===== config.mk =====
export PLATFORM = sky130hd
export DESIGN_NAME = fixed_arith_top
export DESIGN_NICKNAME = d
export VERILOG_FILES = /design/src/hw/fixed_arith_pkg.sv /design/src/hw/fixed_arith_top.sv /design/src/hw/axil_fixed_regs.sv /design/src/hw/fixed_mul_unit.sv /design/src/hw/fixed_add_unit.sv
export SDC_FILE = /design/constraint.sdc
export NUM_CORES = 1
export LEC_CHECK = 0
export BUFFER_PORTS_ARGS = -buffer_cell sky130_fd_sc_hd__buf_2
export CAP_MARGIN = 20
export CORE_ASPECT_RATIO = 0.8
export CORE_MARGIN = 8
export CORE_UTILIZATION = 50
export DETAILED_ROUTE_END_ITERATION = 8
export PLACE_DENSITY = 0.67
export SETUP_SLACK_MARGIN = 0.2
export SLEW_MARGIN = 30
export SYNTH_ARGS = -nofsm -noshare
export SYNTH_HDL_FRONTEND = slang
export SYNTH_SLANG_ARGS = --single-unit

===== constraint.sdc =====
create_clock -name clk -period 6.01 [get_ports clk]
set_input_delay 0.3005 -clock clk [delete_from_list [all_inputs] [get_ports clk]]
set_output_delay 0.3005 -clock clk [all_outputs]
set_load 0.05 [all_outputs]

===== src/hw/fixed_arith_pkg.sv =====
`default_nettype none

package fixed_arith_pkg;

  // unsigned 8.8 format
  localparam int FIX_W  = 16;
  localparam int FRAC_W = 8;
  localparam int PROD_W = 32; // full product before truncation

  // register map, byte offsets
  localparam logic [31:0] REG_OP_A      = 32'h00;
  localparam logic [31:0] REG_OP_B      = 32'h04;
  localparam logic [31:0] REG_SUM       = 32'h08;
  localparam logic [31:0] REG_PROD      = 32'h0C;
  localparam logic [31:0] REG_PROD_FULL = 32'h10;

  localparam logic [1:0] RESP_OKAY = 2'b00;

  typedef logic [FIX_W-1:0] fix_t;

  typedef struct packed {
    fix_t a; // multiplicand
    fix_t b; // multiplier
  } fix_operands_t;

  typedef struct packed {
    fix_t sum;
    logic overflow; // carry out of the integer part
  } add_result_t;

  typedef struct packed {
    logic [PROD_W-1:0] full;
    fix_t              product; // full[23:8]
    logic              overflow;
    logic              precision_lost;
  } mul_result_t;

endpackage

`default_nettype wire

===== src/hw/fixed_arith_top.sv =====
`default_nettype none
`timescale 1ns/10ps

module fixed_arith_top
  import fixed_arith_pkg::*;
#(
  parameter int ADDR_W = 5
)
(
  input  logic              clk,
  input  logic              rst_n,
  input  logic [ADDR_W-1:0] awaddr,
  input  logic              awvalid,
  output logic              awready,
  input  logic [31:0]       wdata,
  input  logic [3:0]        wstrb,
  input  logic              wvalid,
  output logic              wready,
  output logic [1:0]        bresp,
  output logic              bvalid,
  input  logic              bready,
  input  logic [ADDR_W-1:0] araddr,
  input  logic              arvalid,
  output logic              arready,
  output logic [31:0]       rdata,
  output logic [1:0]        rresp,
  output logic              rvalid,
  input  logic              rready
);

  fix_operands_t operands;
  logic          ops_load;
  add_result_t   add_res;
  logic          add_valid;
  mul_result_t   mul_res;
  logic          mul_valid;

  axil_fixed_regs #(
    .ADDR_W (ADDR_W)
  ) u_regs (
    .clk       (clk),
    .rst_n     (rst_n),
    .awaddr    (awaddr),
    .awvalid   (awvalid),
    .awready   (awready),
    .wdata     (wdata),
    .wstrb     (wstrb),
    .wvalid    (wvalid),
    .wready    (wready),
    .bresp     (bresp),
    .bvalid    (bvalid),
    .bready    (bready),
    .araddr    (araddr),
    .arvalid   (arvalid),
    .arready   (arready),
    .rdata     (rdata),
    .rresp     (rresp),
    .rvalid    (rvalid),
    .rready    (rready),
    .operands  (operands),
    .ops_load  (ops_load),
    .add_res   (add_res),
    .add_valid (add_valid),
    .mul_res   (mul_res),
    .mul_valid (mul_valid)
  );

  // both units see the same operands and load strobe
  fixed_add_unit u_add (
    .clk       (clk),
    .rst_n     (rst_n),
    .operands  (operands),
    .ops_load  (ops_load),
    .add_res   (add_res),
    .add_valid (add_valid)
  );

  fixed_mul_unit u_mul (
    .clk       (clk),
    .rst_n     (rst_n),
    .operands  (operands),
    .ops_load  (ops_load),
    .mul_res   (mul_res),
    .mul_valid (mul_valid)
  );

endmodule

`default_nettype wire


===== src/hw/axil_fixed_regs.sv =====
`default_nettype none
`timescale 1ns/10ps

module axil_fixed_regs
  import fixed_arith_pkg::*;
#(
  parameter int ADDR_W = 5
)
(
  input  logic              clk,
  input  logic              rst_n,
  input  logic [ADDR_W-1:0] awaddr,
  input  logic              awvalid,
  output logic              awready,
  input  logic [31:0]       wdata,
  input  logic [3:0]        wstrb,
  input  logic              wvalid,
  output logic              wready,
  output logic [1:0]        bresp,
  output logic              bvalid,
  input  logic              bready,
  input  logic [ADDR_W-1:0] araddr,
  input  logic              arvalid,
  output logic              arready,
  output logic [31:0]       rdata,
  output logic [1:0]        rresp,
  output logic              rvalid,
  input  logic              rready,
  output fix_operands_t     operands,
  output logic              ops_load,
  input  add_result_t       add_res,
  input  logic              add_valid,
  input  mul_result_t       mul_res,
  input  logic              mul_valid
);

  logic [31:0] wr_off;
  logic [31:0] rd_off;
  logic        wr_fire;
  logic        wr_op_a;
  logic        wr_op_b;
  logic        rd_fire;
  logic        add_pend;
  logic        mul_pend;
  logic [31:0] rd_map;

  // only bytes 0 and 1 carry operand data
  function automatic fix_t merge_bytes(fix_t cur, logic [31:0] data, logic [3:0] strb);
    fix_t res;
    res = cur;
    for (int i = 0; i < FIX_W / 8; i++)
    begin
      if (strb[i])
        res[i*8 +: 8] = data[i*8 +: 8];
    end
    return res;
  endfunction

  assign wr_off = 32'(awaddr) & ~32'h3; // word aligned
  assign rd_off = 32'(araddr) & ~32'h3;

  // write channel, one outstanding response
  assign awready = ~bvalid;
  assign wready  = ~bvalid;
  assign wr_fire = awvalid & wvalid & ~bvalid;
  assign wr_op_a = wr_fire & (wr_off == REG_OP_A);
  assign wr_op_b = wr_fire & (wr_off == REG_OP_B);
  assign bresp   = RESP_OKAY;

  always_ff @(posedge clk or negedge rst_n)
  begin
    if (!rst_n)
    begin
      bvalid   <= 1'b0;
      ops_load <= 1'b0;
      operands <= '0;
    end
    else
    begin
      if (wr_fire)
        bvalid <= 1'b1;
      else if (bready)
        bvalid <= 1'b0;

      ops_load <= wr_op_a | wr_op_b; // lines up with the new operand value
      if (wr_op_a)
        operands.a <= merge_bytes(operands.a, wdata, wstrb);
      if (wr_op_b)
        operands.b <= merge_bytes(operands.b, wdata, wstrb);
    end
  end

  // results still in flight for the latest operands
  always_ff @(posedge clk or negedge rst_n)
  begin
    if (!rst_n)
    begin
      add_pend <= 1'b0;
      mul_pend <= 1'b0;
    end
    else
    begin
      if (ops_load)
        add_pend <= 1'b1;
      else if (add_valid)
        add_pend <= 1'b0;

      // a new load wins over the valid of an older one
      if (ops_load)
        mul_pend <= 1'b1;
      else if (mul_valid)
        mul_pend <= 1'b0;
    end
  end

  // ops_load covers the cycle before the flags rise
  assign arready = ~rvalid & ~add_pend & ~mul_pend & ~ops_load;
  assign rd_fire = arvalid & arready;
  assign rresp   = RESP_OKAY;

  // combined read map
  always_comb
  begin
    case (rd_off)
      REG_SUM:       rd_map = {15'd0, add_res.overflow, add_res.sum};
      REG_PROD:      rd_map = {14'd0, mul_res.precision_lost, mul_res.overflow, mul_res.product};
      REG_PROD_FULL: rd_map = mul_res.full;
      default:       rd_map = 32'd0; // operand and unmapped offsets
    endcase
  end

  always_ff @(posedge clk or negedge rst_n)
  begin
    if (!rst_n)
      rvalid <= 1'b0;
    else if (rd_fire)
      rvalid <= 1'b1;
    else if (rready)
      rvalid <= 1'b0;
  end

  always_ff @(posedge clk)
  begin
    if (rd_fire)
      rdata <= rd_map; // held until rready
  end

endmodule

`default_nettype wire


===== src/hw/fixed_mul_unit.sv =====
`default_nettype none
`timescale 1ns/10ps

module fixed_mul_unit
  import fixed_arith_pkg::*;
(
  input  logic          clk,
  input  logic          rst_n,
  input  fix_operands_t operands,
  input  logic          ops_load,
  output mul_result_t   mul_res,
  output logic          mul_valid
);

  logic [PROD_W-1:0] multiplicand;
  logic [PROD_W-1:0] pp      [FIX_W]; // one per multiplier bit
  logic [PROD_W-1:0] group_d [4];
  logic [PROD_W-1:0] group_q [4];
  logic              s1_valid;
  logic [PROD_W-1:0] full_sum;

  assign multiplicand = PROD_W'(operands.a);

  // shift and gate
  always_comb
  begin
    for (int i = 0; i < FIX_W; i++)
    begin
      pp[i] = (multiplicand << i) & {PROD_W{operands.b[i]}};
    end
  end

  // four interleaved groups of four partial products
  always_comb
  begin
    group_d[0] = pp[0] + pp[4] + pp[8]  + pp[15];
    group_d[1] = pp[1] + pp[5] + pp[9]  + pp[14];
    group_d[2] = pp[2] + pp[6] + pp[10] + pp[13];
    group_d[3] = pp[3] + pp[7] + pp[11] + pp[12];
  end

  // stage one, group sums
  always_ff @(posedge clk)
  begin
    if (ops_load)
    begin
      group_q <= group_d;
    end
  end

  always_ff @(posedge clk or negedge rst_n)
  begin
    if (!rst_n)
      s1_valid <= 1'b0;
    else
      s1_valid <= ops_load;
  end

  assign full_sum = group_q[0] + group_q[1] + group_q[2] + group_q[3];

  // stage two, full product and the 8.8 view of it
  always_ff @(posedge clk or negedge rst_n)
  begin
    if (!rst_n)
    begin
      mul_res   <= '0;
      mul_valid <= 1'b0;
    end
    else
    begin
      mul_valid <= s1_valid;
      if (s1_valid)
      begin
        mul_res.full           <= full_sum;
        mul_res.product        <= full_sum[FIX_W+FRAC_W-1:FRAC_W];
        mul_res.overflow       <= |full_sum[PROD_W-1:FIX_W+FRAC_W]; // integer part past 8 bits
        mul_res.precision_lost <= |full_sum[FRAC_W-1:0];
      end
    end
  end

endmodule

`default_nettype wire


===== src/hw/fixed_add_unit.sv =====
`default_nettype none
`timescale 1ns/10ps

module fixed_add_unit
  import fixed_arith_pkg::*;
(
  input  logic          clk,
  input  logic          rst_n,
  input  fix_operands_t operands,
  input  logic          ops_load,
  output add_result_t   add_res,
  output logic          add_valid
);

  logic [FIX_W:0] sum_ext; // one extra bit for the carry

  assign sum_ext = {1'b0, operands.a} + {1'b0, operands.b};

  always_ff @(posedge clk or negedge rst_n)
  begin
    if (!rst_n)
    begin
      add_res   <= '0;
      add_valid <= 1'b0;
    end
    else
    begin
      add_valid <= ops_load; // one pulse per load
      if (ops_load)
      begin
        add_res.sum      <= sum_ext[FIX_W-1:0];
        add_res.overflow <= sum_ext[FIX_W];
      end
    end
  end

endmodule

`default_nettype wire


# After elaboration in Yosys (flattened, before gate mapping)
# Index checks and enable logic that the tools add are counted.
# Widths: inputs -> output; s select.
[word_totals]
out_inout_bits = 41
regBits = 266
in_bits = 53
wordCells = 92
[op_classes]
muxes = 9
eq_ne = 4
n_addsub = 16
n_bitwise = 30
reduce_logical = 11
[op_table]
columns = ["op", "n"]
rows = [
  ["$add 32x32->32", 15],
  ["$pmux 32 s3", 1],
  ["$and 16x32->32", 1],
  ["$and 17x32->32", 1],
  ["$and 18x32->32", 1],
  ["$and 19x32->32", 1],
  ["$and 20x32->32", 1],
  ["$and 21x32->32", 1],
  ["$and 22x32->32", 1],
  ["$and 23x32->32", 1],
  ["$and 24x32->32", 1],
  ["$and 25x32->32", 1],
  ["$and 26x32->32", 1],
  ["$and 27x32->32", 1],
  ["$and 28x32->32", 1],
  ["$and 29x32->32", 1],
  ["$and 30x32->32", 1],
  ["$and 31x32->32", 1],
  ["$logic_not 32->1", 1],
  ["$add 16x16->17", 1],
  ["$reduce_or 8->1", 2],
  ["$and 1x1->1", 8],
  ["$mux 1", 8],
  ["$reduce_and 2->1", 4],
  ["6 further kinds", 14],
]

# Depth between registers and ports, before layout
[logic_depth]
ltp_word = 6
mapped_depth = 16
ltp_nobuf = 15

# Cells and area by module
# Synthesis repeated with hierarchy kept, for this count alone.
[hier_totals]
hier_cells = 2038
hier_area_um2 = 20527.2
[by_module_without_submodules]
columns = ["mod", "seq_area_each_um2", "n_inst", "cells_per_inst", "area_each_um2"]
rows = [
  ["fixed_mul_unit", 4414.2, 1, 1680, 16052.9],
  ["axil_fixed_regs", 1886.8, 1, 204, 2975.4],
  ["fixed_add_unit", 450.4, 1, 154, 1498.9],
]

# Least setup slack after synthesis
# Ideal clock, no wire load.
[synth_path]
path_kind = "register -> register"
start = "register u_regs.ops_load"
end = "register u_regs.rdata[0], enable pin"
stages_incl_launch_ff = 4
setup_ns = 0.393
t_required_ns = 5.617
synth_period_minus_slack_ns = 5.120
slack_ns = 0.890
n_path_buf = 1
t_arrival_ns = 4.727
cell_sequence = "dfrtp_1 clkbuf_1 nor4_1 and2_1"
[synth_via]
elab_chain_len = 3
[synth_rtl]
columns = ["element", "line_no", "rtl"]
rows = [
  ["start, declared", "axil_fixed_regs.sv:30", "output logic ops_load,"],
  ["start signal, assigned", "axil_fixed_regs.sv:85", "ops_load <= wr_op_a | wr_op_b;"],
  ["$not 1->1", "axil_fixed_regs.sv:117", "assign arready = ~rvalid & ~add_pend & ~mul_pend & ~ops_load;"],
  ["$and 1x1->1", "axil_fixed_regs.sv:117", ""],
  ["via arready", "fixed_arith_top.sv:24", "output logic arready,"],
  ["$and 1x1->1", "axil_fixed_regs.sv:118", "assign rd_fire = arvalid & arready;"],
  ["via u_regs.rd_fire", "axil_fixed_regs.sv:42", "logic rd_fire;"],
  ["end signal, assigned", "axil_fixed_regs.sv:145", "rdata <= rd_map;"],
  ["end, declared", "axil_fixed_regs.sv:25", "output logic [31:0] rdata,"],
]
# The timed path passes the listed nets, and every way through them passes these cells.
# A chain may end at the register's enable or synchronous reset.

==> run summary <==
Port Buffers -> 67
WS Path Type -> register to register
min Tclk post-route -> 4.831 ns
nets@finish -> 2,463
Post-Route Setup TNS -> 0 ns
CP arrival -> 5.12 ns
outcome -> complete, no violations
CTS tree -> yes
max incr delay on CP -> 0.93 ns
startpoint types -> register
Slew Limit Fails -> 0
Slew HR -> 34.24%
CP cell instances -> ha_1 -> fa_1 -> fa_1 -> ha_1 -> o21a_1 -> o21ai_0 -> o31ai_1 -> o21ai_1 -> a211oi_2 -> a211oi_1 -> o2111ai_1 -> or3b_1
main flop type after synthesis -> edfxtp_1
DR vias/cell -> 5.467
FILL cells -> 3,386
Worst Hold Class -> input pin to register
Inserted Clock Buffers -> 27
Fmax -> 0.2070 GHz
Worst setup EP type -> register
R2R Path End -> u_mul.group_q[28]$_DFFE_PP_
vias in the first global route -> 14,551
unique cell type count in the Yosys netlist -> 68
DRT Wirelength -> 48,720 microns
CTS sink cnt -> 239
global-route wire length before repair -> 78,690 microns
Final period util -> 80.38%
H-tree depth -> 1
IO Count -> 94
largest net degree at the start of global routing -> 74
Skew-Pair Late Insertion Delay -> 0.55 ns
synthesized area -> 20,010 sq um
Worst Hold Depth -> 2
Setup-failing EPs final -> 0
main area contributors after synthesis -> edfxtp_1, ha_1, fa_1, dfrtp_1, inv_1
worst slew pin tran -> 0.9865 ns
flop2flop setup slack -> 1.18 ns
post-CTS resize count -> 0
final hold vios -> 0
FF+latch count, synth -> 239
drt drc -> 0
worst endpoint required time -> 6.30 ns
RSZ-0062 raised after global routing -> false
die height -> 194.9 microns
Rows -> 65
syn avg cell area -> 10.06 sq um
Synth area leader -> edfxtp_1
WL/cell -> 18.60 microns
Worst Clk Skew -> 0.01171 ns
Inserted Diodes -> 0
register area share after synthesis -> 33.61%
r2r startpoint -> u_regs.operands[23]$_DFFE_PN0P_
pwr dens -> 261.9 nW/um^2
leakage -> 11.03 nW
share of layout cells above drive strength 1 -> 10.51%
grt ovf -> 0
gpl congestion -> 0.9411
Post-synth EDFFs -> 149
FF-to-FF path depth -> 12
Overall Power -> 5.775 mW
TritonRoute pass-1 iters -> 5
initial antenna violation count -> 0
max-cap violations -> 0
Root Driver -> clkbuf_16
GRT Resource Usage Total -> 21.13%
Worst Hold End -> u_regs.operands[23]$_DFFE_PN0P_
CTS max path bufs -> 3
Vias -> 14,318
Final Core Density -> 55.90%
Max IR drop VDD -> 0.0001685 V
CP Max Fanout -> 17
Post-Route Hold Slack -> 0.01555 ns
FFs w/ async S/R, synth -> 37.66%
yosys warns -> 0
post-route ant nets -> 0
most frequent cell after synthesis -> inv_1
slowest CP cell -> dfrtp_1
Initial Util -> 50.74%
Finished Layout Cells -> 2,619
most instantiated cells after synthesis -> inv_1, ha_1, nand2_1, and2_1, edfxtp_1
top-area cell type share of the netlist area -> 22.36%
Placed Instances -> 2,552
clk slew on worst S/H paths -> 0.06 ns
Initial DRC Count -> 1,109
hpwl dp -> 36,090 microns
die area -> 46,720 sq um
DIE WIDTH -> 239.7 microns
area delta synth->final -> 10.18%
Syn Inst Count -> 1,990
min-delay src -> wdata[7]
Core Area -> 39,440 sq um
-- worst max-delay path, delay by kind of cell (launching register included) --
kind | cells | cell delay (ns)
AOI/OAI and AO/OA | 7 | 1.56
adders and majority gates | 4 | 1.70
DFF | 1 | 0.93
and+or+nand+nor | 1 | 0.35
-- cells in the final DEF (no fill, tap or decap), types with 22 or more instances in the layout --
cell type,netlist,layout
nor2_1,63,63
buf_2,3,66
a21oi_1,88,88
fa_1,125,125
xor2_1,26,26
a21o_1,39,39
edfxtp_1,149,149
clkbuf_16,0,30
nand2_1,187,187
mux2_2,63,63
inv_1,307,307
and2_1,151,151
ha_1,223,223
o21ai_0,59,59
dfrtp_1,90,89
nor3_1,36,36
nand3_1,27,27
mux2i_1,22,22
xnor2_1,74,74
-- sequential cells by signal, summed over array words and instances, names as in the netlist --
register and flops:
u_add.add_res 17, u_mul.group_q 117, u_mul.mul_res 34, u_mul.mul_valid 1, u_mul.s1_valid 1, u_regs.add_pend 1, u_regs.bvalid 1, u_regs.mul_pend 1
u_regs.operands 32, u_regs.ops_load 1, u_regs.rdata 32, u_regs.rvalid 1
-- report_power, final --
part | switching [mW] | total (mW) | internal [mW]
sequential | 0.331 | 2.34 | 2.01
combinational | 0.969 | 1.68 | 0.710
clock | 0.697 | 1.75 | 1.05
-- per-stage QoR --
| stage | cell area, sq um | setup slack (ns) |
|---|---|---|
| floorplan | 20020 | 0.8905 |
| global placement | 20910 | 1.393 |
| detailed placement | 20910 | 1.329 |
| CTS | 22050 | 1.275 |
| global route | 22050 | 0.9966 |
| finish | 22050 | 1.179 |
-- what timing repair did --
action / CTS / global route
endpoints found under the hold margin: 45 / 0
buffers inserted: 0 / 0
hold buffers: 17 / 0
-- worst max-delay path by stage --
stage | slack [ns] | start | end | cells after the start
3_5_place_dp | 1.33 | u_regs.operands[23]$_DFFE_PN0P_ | u_mul.group_q[28]$_DFFE_PP_ | 12
2_1_floorplan | 0.89 | u_regs.ops_load$_DFF_PN0_ | u_regs.rdata[0]$_SDFFCE_PN0P_ | 3
3_3_place_gp | 1.39 | u_regs.operands[22]$_DFFE_PN0P_ | u_mul.group_q[28]$_DFFE_PP_ | 13
4_1_cts | 1.28 | u_regs.operands[23]$_DFFE_PN0P_ | u_mul.group_q[28]$_DFFE_PP_ | 12
6_report | 1.18 | u_regs.operands[23]$_DFFE_PN0P_ | u_mul.group_q[28]$_DFFE_PP_ | 12
5_1_grt | 1.0 | u_regs.operands[23]$_DFFE_PN0P_ | u_mul.group_q[28]$_DFFE_PP_ | 12
-- routing by layer --
layer  up-vias  wire (microns)  global-route usage, %
li1       6827               -                      -
met1      6924           22450                  30.08
met2       451           21240                  33.22
met3       116            3298                  2.729
met4         0            1728                  6.503
met5         -               0                      0
-- cell families (layout without fill, tap and decap cells) --
family	Yosys count	after routing	synth area share, %
AND/OR/NAND/NOR	542	542	13.56
AO/OA/AOI/OAI	308	308	10.35
buffers and inverters	367	457	6.996
flip-flops	239	239	33.61
other	1	4	0.01874
multiplexers	85	85	4.645
adder cells (fa/ha/maj)	348	348	26.45
XOR/XNOR	100	100	4.376
-- layout make-up --
type                            count  area [sq um]  share of cell area, %
Clock inverter                     12         131.4                 0.5958
Timing Repair Buffer              100         631.9                  2.866
Clock buffer                       38         830.8                  3.768
Sequential cell                   239          6730                  30.52
Inverter                          307          1152                  5.226
Tap cell                          536         670.6                  3.041
Multi-Input combinational cell   1387         11900                  53.98
Power figures use the tool's default switching activity.
